[config.mk]
export PLATFORM = sky130hd
export DESIGN_NAME = usb_tx_top
export DESIGN_NICKNAME = d
export VERILOG_FILES = /design/src/hw/usb_tx_pkg.sv /design/src/hw/host_write_port.sv /design/src/hw/line_serializer.sv /design/src/hw/packet_buffer.sv /design/src/hw/usb_tx_top.sv
export VERILOG_INCLUDE_DIRS = /design/src /design/src/hw
export SDC_FILE = /design/constraint.sdc
export NUM_CORES = 1
export LEC_CHECK = 0
export BUFFER_PORTS_ARGS = -buffer_cell sky130_fd_sc_hd__clkbuf_2
export CORE_ASPECT_RATIO = 0.75
export CORE_UTILIZATION = 34
export DETAILED_ROUTE_END_ITERATION = 6
export GPL_TIMING_DRIVEN = 0
export PLACE_DENSITY = 0.47
export SYNTH_ARGS = -nofsm -noshare
export SYNTH_HDL_FRONTEND = slang
export SYNTH_SLANG_ARGS = --single-unit
[constraint.sdc]
create_clock -name clock -period 3.75 [get_ports clock]
set_input_delay 1.125 -clock clock [delete_from_list [all_inputs] [get_ports clock]]
set_output_delay 1.125 -clock clock [all_outputs]
set_load 0.01 [all_outputs]
[src/hw/usb_tx_defs.svh]
`ifndef USB_TX_DEFS_SVH
`define USB_TX_DEFS_SVH

// line timing
`define USB_BIT_CYCLES 4

// queue and packet limits
`define USB_BUF_DEPTH 64
`define USB_MAX_PAYLOAD 32

// ones before a stuffed zero
`define USB_STUFF_LIMIT 6

`define USB_SYNC_BYTE 8'h80

// pid values as sent on the wire
`define USB_PID_DATA0 8'hC3
`define USB_PID_DATA1 8'h4B
`define USB_PID_ACK 8'hD2
`define USB_PID_TYPE_DATA 2'b11

// crc16, reflected form of 0x8005
`define USB_CRC16_POLY 16'hA001
`define USB_CRC16_INIT 16'hFFFF

`endif

[src/hw/usb_tx_pkg.sv]
`default_nettype none

package usb_tx_pkg;

  typedef logic [7:0] host_byte_t;

  // check nibble carries the inverted type nibble
  typedef struct packed {
    logic [3:0] check;
    logic [3:0] pid_type;
  } pid_fields_t;

  // same pid byte, raw or split into nibbles
  typedef union packed {
    logic [7:0]  raw;
    pid_fields_t f;
  } pid_t;

  typedef struct packed {
    logic [7:0] data;
    logic       last;  // final byte of a packet
    logic       pid;   // first byte of a packet
  } buf_entry_t;

  typedef struct packed {
    logic drive;  // low means released
    logic dp;
    logic dm;
  } line_t;

endpackage

`default_nettype wire

[src/hw/host_write_port.sv]
`timescale 1ns/1ps
`default_nettype none

`include "usb_tx_defs.svh"

module host_write_port (
  input  logic                   clock,
  input  logic                   reset,
  input  logic                   req,
  input  usb_tx_pkg::host_byte_t wdata,
  output logic                   ack,
  output logic                   pid_error,
  output logic                   push,
  output usb_tx_pkg::buf_entry_t entry,
  input  logic                   ready
);

  localparam int REM_W = $clog2(`USB_MAX_PAYLOAD + 2);

  typedef enum logic [1:0] {PH_LEN, PH_PID, PH_DATA} phase_t;

  phase_t                 phase;
  logic [REM_W-1:0]       rem;        // bytes still owed
  usb_tx_pkg::pid_t       pid_in;
  logic                   pid_good;
  logic                   pid_ok;
  logic                   accept;
  logic                   last_in;
  logic                   take;       // non-length byte accepted last cycle
  logic                   take_pid;
  logic                   held;       // pid waiting for its first payload
  logic                   pend_data;
  logic                   last_q;
  usb_tx_pkg::host_byte_t byte_q;
  usb_tx_pkg::host_byte_t pid_hold;

  assign pid_in   = wdata;
  assign pid_good = (pid_in.f.check == ~pid_in.f.pid_type);
  // length byte never waits on the buffer
  assign accept   = req && !ack && (phase == PH_LEN || ready);
  assign last_in  = (rem == REM_W'(1));

  always_ff @(posedge clock) begin
    if (accept) begin
      byte_q   <= wdata;
      last_q   <= last_in;
      take_pid <= (phase == PH_PID);
      if (phase == PH_PID)
        pid_hold <= wdata;
    end
  end

  always_ff @(posedge clock) begin
    if (reset) begin
      ack       <= 1'b0;
      pid_error <= 1'b0;
      phase     <= PH_LEN;
      rem       <= '0;
      pid_ok    <= 1'b0;
      take      <= 1'b0;
      held      <= 1'b0;
      pend_data <= 1'b0;
      push      <= 1'b0;
      entry     <= '0;
    end else begin
      pid_error <= 1'b0;
      take      <= accept && (phase != PH_LEN);
      if (accept) begin
        ack <= 1'b1;
        case (phase)
          PH_LEN: begin
            rem <= wdata[REM_W-1:0];
            if (wdata != '0)
              phase <= PH_PID;
          end
          PH_PID: begin
            rem    <= rem - REM_W'(1);
            pid_ok <= pid_good;
            held   <= 1'b1;
            if (last_in) begin
              phase     <= PH_LEN;
              pid_error <= !pid_good;
            end else begin
              phase <= PH_DATA;
            end
          end
          default: begin
            rem <= rem - REM_W'(1);
            if (last_in) begin
              phase     <= PH_LEN;
              pid_error <= !pid_ok;
            end
          end
        endcase
      end else if (ack && !req) begin
        ack <= 1'b0;
      end

      // writes into the buffer, one cycle behind ack
      push <= 1'b0;
      if (pend_data) begin
        push      <= 1'b1;
        entry     <= '{data: byte_q, last: last_q, pid: 1'b0};
        pend_data <= 1'b0;
      end else if (take && pid_ok) begin
        if (take_pid) begin
          if (last_q) begin  // pid-only packet
            push  <= 1'b1;
            entry <= '{data: pid_hold, last: 1'b1, pid: 1'b1};
            held  <= 1'b0;
          end
        end else if (held) begin
          push      <= 1'b1;
          entry     <= '{data: pid_hold, last: 1'b0, pid: 1'b1};
          held      <= 1'b0;
          pend_data <= 1'b1;  // payload byte follows next cycle
        end else begin
          push  <= 1'b1;
          entry <= '{data: byte_q, last: last_q, pid: 1'b0};
        end
      end
    end
  end

endmodule

`default_nettype wire

[src/hw/line_serializer.sv]
`timescale 1ns/1ps
`default_nettype none

`include "usb_tx_defs.svh"

module line_serializer (
  input  logic                   clock,
  input  logic                   reset,
  input  logic                   pkt_ready,
  input  usb_tx_pkg::buf_entry_t head,
  output logic                   pop,
  output usb_tx_pkg::line_t      line,
  output logic                   busy
);

  localparam int CW = $clog2(`USB_BIT_CYCLES + 1);
  localparam int OW = $clog2(`USB_STUFF_LIMIT + 1);

  localparam usb_tx_pkg::line_t LINE_SE0 = '{drive: 1'b1, dp: 1'b0, dm: 1'b0};

  // state names the source of the bit sent at the next tick
  typedef enum logic [3:0] {
    S_IDLE, S_SYNC, S_PID, S_DATA, S_CRC_LO, S_CRC_HI,
    S_EOP, S_SE0, S_JTAIL, S_REL
  } state_t;

  state_t           state;
  logic [CW-1:0]    cyc;
  logic             tick;
  logic [OW-1:0]    ones;       // run of ones for stuffing
  logic             stuff;
  logic [2:0]       bit_idx;
  logic [7:0]       sh;
  logic             lvl;        // nrzi level, high is J
  logic             next_lvl;
  logic             is_data;
  logic             last_r;     // byte in sh ends the packet
  logic [15:0]      crc;
  logic [15:0]      crc_next;
  logic [15:0]      crc_upd;
  usb_tx_pkg::pid_t head_pid;

  function automatic usb_tx_pkg::line_t drive_level(input logic lvl_in);
    return '{drive: 1'b1, dp: lvl_in, dm: ~lvl_in};
  endfunction

  assign tick     = (cyc == CW'(`USB_BIT_CYCLES - 1));
  assign stuff    = (ones == OW'(`USB_STUFF_LIMIT));
  assign next_lvl = (stuff || !sh[0]) ? ~lvl : lvl;  // zero toggles
  assign head_pid = head.data;

  assign crc_next = {1'b0, crc[15:1]} ^ ((crc[0] ^ sh[0]) ? `USB_CRC16_POLY : 16'h0000);
  assign crc_upd  = (state == S_DATA) ? crc_next : crc;

  always_ff @(posedge clock) begin
    if (reset) begin
      state <= S_IDLE;
      busy  <= 1'b0;
      pop   <= 1'b0;
      line  <= '0;
      cyc   <= '0;
    end else begin
      pop <= 1'b0;
      if (state == S_IDLE) begin
        if (pkt_ready) begin
          // first bit period is the J lead, sh already holds SYNC
          state   <= S_SYNC;
          busy    <= 1'b1;
          cyc     <= '0;
          ones    <= '0;
          bit_idx <= '0;
          sh      <= `USB_SYNC_BYTE;
          crc     <= `USB_CRC16_INIT;
          lvl     <= 1'b1;
          line    <= drive_level(1'b1);
        end
      end else if (!tick) begin
        cyc <= cyc + CW'(1);
      end else begin
        cyc <= '0;
        case (state)
          S_SE0: state <= S_JTAIL;  // second SE0 bit
          S_JTAIL: begin
            line  <= drive_level(1'b1);
            state <= S_REL;
          end
          S_REL: begin
            line  <= '0;
            busy  <= 1'b0;
            state <= S_IDLE;
          end
          default: begin
            if (stuff || state != S_EOP) begin
              lvl  <= next_lvl;
              line <= drive_level(next_lvl);
              ones <= (stuff || !sh[0]) ? '0 : ones + OW'(1);
            end
            if (!stuff) begin
              if (state == S_EOP) begin
                line  <= LINE_SE0;
                state <= S_SE0;
              end else begin
                if (state == S_DATA)
                  crc <= crc_next;
                if (bit_idx != 3'd7) begin
                  sh      <= sh >> 1;
                  bit_idx <= bit_idx + 3'd1;
                end else begin
                  bit_idx <= '0;
                  case (state)
                    S_SYNC: begin
                      sh      <= head_pid.raw;
                      is_data <= (head_pid.f.pid_type[1:0] == `USB_PID_TYPE_DATA);
                      last_r  <= head.last;
                      pop     <= 1'b1;
                      state   <= S_PID;
                    end
                    S_PID, S_DATA: begin
                      if (!last_r) begin
                        sh     <= head.data;
                        last_r <= head.last;
                        pop    <= 1'b1;
                        state  <= S_DATA;
                      end else if (is_data) begin
                        sh    <= ~crc_upd[7:0];  // crc goes out inverted
                        state <= S_CRC_LO;
                      end else begin
                        state <= S_EOP;
                      end
                    end
                    S_CRC_LO: begin
                      sh    <= ~crc[15:8];
                      state <= S_CRC_HI;
                    end
                    default: state <= S_EOP;
                  endcase
                end
              end
            end
          end
        endcase
      end
    end
  end

endmodule

`default_nettype wire

[src/hw/packet_buffer.sv]
`timescale 1ns/1ps
`default_nettype none

`include "usb_tx_defs.svh"

module packet_buffer (
  input  logic                   clock,
  input  logic                   reset,
  input  logic                   push,
  input  usb_tx_pkg::buf_entry_t entry,
  output logic                   ready,
  input  logic                   pop,
  output usb_tx_pkg::buf_entry_t head,
  output logic                   pkt_ready
);

  localparam int DEPTH = `USB_BUF_DEPTH;
  localparam int AW    = $clog2(DEPTH);

  usb_tx_pkg::buf_entry_t mem [DEPTH];

  logic [AW-1:0] wr_ptr;
  logic [AW-1:0] rd_ptr;
  logic [AW:0]   count;
  logic [AW:0]   pkt_count;  // whole packets stored
  logic          push_last;
  logic          pop_last;

  assign push_last = push && entry.last;
  assign pop_last  = pop && head.last;

  assign head      = mem[rd_ptr];
  // keep room for a held pid plus its first payload byte
  assign ready     = (count <= (AW+1)'(DEPTH - 2));
  assign pkt_ready = (pkt_count != '0);

  always_ff @(posedge clock) begin
    if (push)
      mem[wr_ptr] <= entry;
  end

  always_ff @(posedge clock) begin
    if (reset) begin
      wr_ptr    <= '0;
      rd_ptr    <= '0;
      count     <= '0;
      pkt_count <= '0;
    end else begin
      if (push)
        wr_ptr <= wr_ptr + AW'(1);
      if (pop)
        rd_ptr <= rd_ptr + AW'(1);
      count     <= count + (AW+1)'(push) - (AW+1)'(pop);
      pkt_count <= pkt_count + (AW+1)'(push_last) - (AW+1)'(pop_last);
    end
  end

endmodule

`default_nettype wire

[src/hw/usb_tx_top.sv]
`timescale 1ns/1ps
`default_nettype none

module usb_tx_top (
  input  logic                   clock,
  input  logic                   reset,
  input  logic                   req,
  input  usb_tx_pkg::host_byte_t wdata,
  output logic                   ack,
  output logic                   pid_error,
  output usb_tx_pkg::line_t      line,
  output logic                   busy
);

  logic                   push;
  logic                   ready;
  logic                   pop;
  logic                   pkt_ready;
  usb_tx_pkg::buf_entry_t push_entry;
  usb_tx_pkg::buf_entry_t head_entry;

  host_write_port u_host_write_port (
    .clock     (clock),
    .reset     (reset),
    .req       (req),
    .wdata     (wdata),
    .ack       (ack),
    .pid_error (pid_error),
    .push      (push),
    .entry     (push_entry),
    .ready     (ready)
  );

  packet_buffer u_packet_buffer (
    .clock     (clock),
    .reset     (reset),
    .push      (push),
    .entry     (push_entry),
    .ready     (ready),
    .pop       (pop),
    .head      (head_entry),
    .pkt_ready (pkt_ready)
  );

  line_serializer u_line_serializer (
    .clock     (clock),
    .reset     (reset),
    .pkt_ready (pkt_ready),
    .head      (head_entry),
    .pop       (pop),
    .line      (line),
    .busy      (busy)
  );

endmodule

`default_nettype wire

==> flow_summary_export.csv <==
group,metric,value,unit
sta,setup_violations,2,
pwr,p_leak,0.0103,uW
placed_design,finalWeightedCongestion,0.873,
placed_design,post-dp-hpwl,55200,um
logic_synthesis,async_flop_share,0,%
detailed_routing,final_antenna_net_count,0,
sta,fin_crit_sh,110,%
logic_synthesis,synth_area_per_cell,16.6,um2
placed_design,dpl_cell_area,0.0301,mm2
global_route,grt_pass1_vias,15700,
clocking,clkLatencyLatePin,0.64,ns
global_route,grt_max_degree,47,
worst_setup_path,critPathLaunchType,"flop",
sta,fin_ws,-0.377,ns
global_route,grt.total_usage,19.4,%
floorplanning,dieArea,0.0843,mm2
logic_synthesis,synth_edf_count,627,
floorplanning,rows,91,
sta,slew_viol_final,0,
sta,finalClockSkew,0.0340,ns
clocking,cts_buffers,71,
logic_synthesis,yosys.area.top_type,"edfxtp_1",
logic_synthesis,synth_fa_ha_area_share,1.47,%
logic_synthesis,synth-seq-cells,695,
clocking,cts.sinks,695,
finish,num_antenna_cells,0,
clocking,cts_tree,"yes",
run,maxCapViolCount,0,
placed_design,portBuffers,15,
sta,finalHoldViolations,0,
detailed_routing,firstDrtPassIters,5,
pwr,cellPowerDensity,502,mW/mm2
worst_setup_path,worst_ep_arrival_time,4.67,ns
sta,min_period,4.13,ns
clocking,h-tree-depth,3,
sta,hold_ws,0.490,ns
clocking,cts_hold_buf,0,
detailed_routing,drt_wl_total,81300,um
pwr,peakVddDrop,0.292,mV
finish,fillers,7587,
clocking,clockBufferDepth,3,
finish,final_layout_size_suffix_gt1_share,20.1,%
detailed_routing,post-route-drc-count,0,
hold_path,min_from,"u_line_serializer.cyc[2]$_SDFFE_PP0P_",
finish,layout.nets,1869,
logic_synthesis,synth_area_leaders,"edfxtp_1 (67%), mux4_2 (9.7%), dfxtp_1 (4.8%), mux2i_1 (2.1%), nor2_1 (2.0%)",
sta,tightest_slew,1.43,ns
logic_synthesis,synth-xor-area-share,0.744,%
floorplanning,die_y,252,um
detailed_routing,wl_per_cell,27.1,um
finish,area_delta_synth_final,16.1,%
logic_synthesis,synth_top_area_share,66.6,%
logic_synthesis,synth_compound_area_share,4.68,%
logic_synthesis,syn_area,0.0283,mm2
detailed_routing,initialDrtViolationCount,1774,
sta,max_freq,242,MHz
clocking,clock-root-buffer,"clkbuf_16",
clocking,clkTransAtPathRegs,0.06,ns
logic_synthesis,postSynthCellCount,1701,
status,status,"finished, violations left",
floorplanning,start_util,34.4,%
floorplanning,die_w,335,um
worst_setup_path,critPathCaptureType,"flop",
logic_synthesis,synthDistinctLibCells,61,
global_route,grt_antenna_before_repair,2,
detailed_routing,viasPerCell,5.36,
worst_setup_path,crit_required,4.29,ns
logic_synthesis,seq_area_frac_synth,71.4,%
global_route,overflow,0,
finish,fin_area,0.0328,mm2
worst_setup_path,crit_fanout,5,
detailed_routing,num_vias,16100,
logic_synthesis,yosysWarningCount,0,
status,violations,"setup timing",
floorplanning,core_area,0.0822,mm2
sta,rsz0062_at_grt,"true",
hold_path,worstHoldPathType,"reg -> reg",
worst_setup_path,crit_type,"reg -> reg",
sta,slew_headroom,4.33,%
global_route,grt_pass1_wl,115000,um
logic_synthesis,syn-num-nets,1744,
placed_design,pre_cts_ws,-1.36,ns
logic_synthesis,yosys.area_share.simple,7.02,%
logic_synthesis,ys.flop_type,"edfxtp_1",
logic_synthesis,synth_top_family_by_area,"multiplexers",
floorplanning,io_pins,17,
logic_synthesis,synthMuxAreaShare,12.5,%
worst max-delay path, stage by stage (launching register included):
cell and delay, ns:
dfxtp_4 0.37, buf_12 0.15, mux4_2 0.55, mux4_2 0.56, and2_4 0.18, a211oi_4 0.27
a21oi_4 0.09, and2_4 0.18, ha_4 0.25, inv_2 0.03, ha_4 0.15, fa_2 0.35
a21oi_2 0.15, o21bai_2 0.10, a21oi_2 0.14, nor2_2 0.05, or3_1 0.33, a21oi_1 0.13
power breakdown:
part	internal (uW)	leakage (uW)	switching (uW)
Sequential	8450	0.00633	48.2
Combinational	187	0.00285	421
Clock	4320	0.00116	3020
path summary, 6_finish.rpt:
check                                             to  slack (ns)  cells after the start
min            u_line_serializer.cyc[2]$_SDFFE_PP0P_        0.49                      1
min reg2reg    u_line_serializer.cyc[2]$_SDFFE_PP0P_        0.49                      1
max reg2reg  u_packet_buffer.pkt_count[6]$_SDFF_PP0_       -0.38                     17
max          u_packet_buffer.pkt_count[6]$_SDFF_PP0_       -0.38                     17
layer usage:
metal	GRT usage, %	wire length (um)
met2	26.0	32900
met4	6.24	2370
met3	4.80	6260
met5	0	0
met1	30.2	39800
Yosys cell counts (all sizes together) (4+ instances only):
cell type,n
a41oi,5
nand3,37
o22ai,24
o31ai,7
xor2,12
or3,8
edfxtp,627
a22oi,18
inv,35
xnor2,12
nor3b,5
a21oi,47
o211ai,5
mux2,5
nor4,9
clkbuf,44
and3,17
o21ai,40
and2,4
nor3,32
dfxtp,68
buf,48
ha,30
a221oi,4
a31oi,10
nand2,95
mux4,128
nor2b,23
a211oi,22
or2,6
mux2i,58
nor2,152
nand4,8
nand2b,20
sequential cells by signal, summed over array words and instances, names as in the netlist, 4 cells and up, named ones only:
name	count
u_host_write_port.byte_q	8
u_packet_buffer.count	7
u_host_write_port.pid_hold	8
u_host_write_port.rem	6
u_packet_buffer.rd_ptr	6
u_line_serializer.crc	16
u_line_serializer.sh	8
u_host_write_port.entry	9
u_packet_buffer.wr_ptr	6
u_packet_buffer.mem	576
u_packet_buffer.pkt_count	7
u_line_serializer.state	4
repair_timing:
action,CTS,global route
setup endpoints to repair,7,10
endpoints found under the hold margin,0,0
pin swaps,13,10
cloned,1,0
resized for setup,38,14
buffers inserted,13,7
through the flow:
step	power [uW]	cells	TNS, ns	utilization [%]
global placement	9260	2832	-7.97	36.2
global route	16900	2998	-0.853	39.9
floorplan	9070	1701	0	-
CTS	16600	2992	-0.649	39.8
detailed placement	9270	2852	-6.04	36.6
finish	16400	2998	-0.729	39.9
layout make-up:
class,instances,area (um2),share of cell area [%]
plain buffers,90,533,1.63
clock buffers,90,1920,5.86
clock inverters,39,443,1.35
inverters,36,135,0.412
multi-input cells,878,7600,23.2
flip-flops and latches,695,20200,61.6
well taps,1116,1400,4.26
repair buffers,54,558,1.70
cells in the final DEF, fill, tap and decap left out, types with 9 or more instances in the layout:
| cell | count |
|---|---|
| o21ai_0 | 34 |
| a31oi_1 | 10 |
| buf_4 | 27 |
| xnor2_1 | 11 |
| clkinv_1 | 15 |
| nand3_1 | 37 |
| mux4_2 | 127 |
| clkbuf_1 | 55 |
| o22ai_1 | 24 |
| a22oi_1 | 18 |
| nor2_1 | 149 |
| clkbuf_2 | 18 |
| buf_2 | 19 |
| a211oi_1 | 21 |
| and3_1 | 17 |
| mux2i_1 | 57 |
| nor3_1 | 23 |
| nor2b_1 | 23 |
| nor3_2 | 9 |
| clkinv_2 | 11 |
| xor2_1 | 12 |
| nand2b_1 | 20 |
| clkbuf_16 | 73 |
| inv_1 | 32 |
| buf_12 | 14 |
| bufinv_16 | 10 |
| buf_6 | 14 |
| nand2_1 | 95 |
| ha_1 | 28 |
| edfxtp_1 | 627 |
| dfxtp_1 | 57 |
| a21oi_1 | 43 |
| dfxtp_2 | 10 |
kinds of logic after synthesis:
logic type,Yosys count
simple gates,425
buf+inv,128
xor+xnor,24
fa+ha+maj,32
compound gates,206
mux,191
flops,695
(Power assumes the default switching activity.)
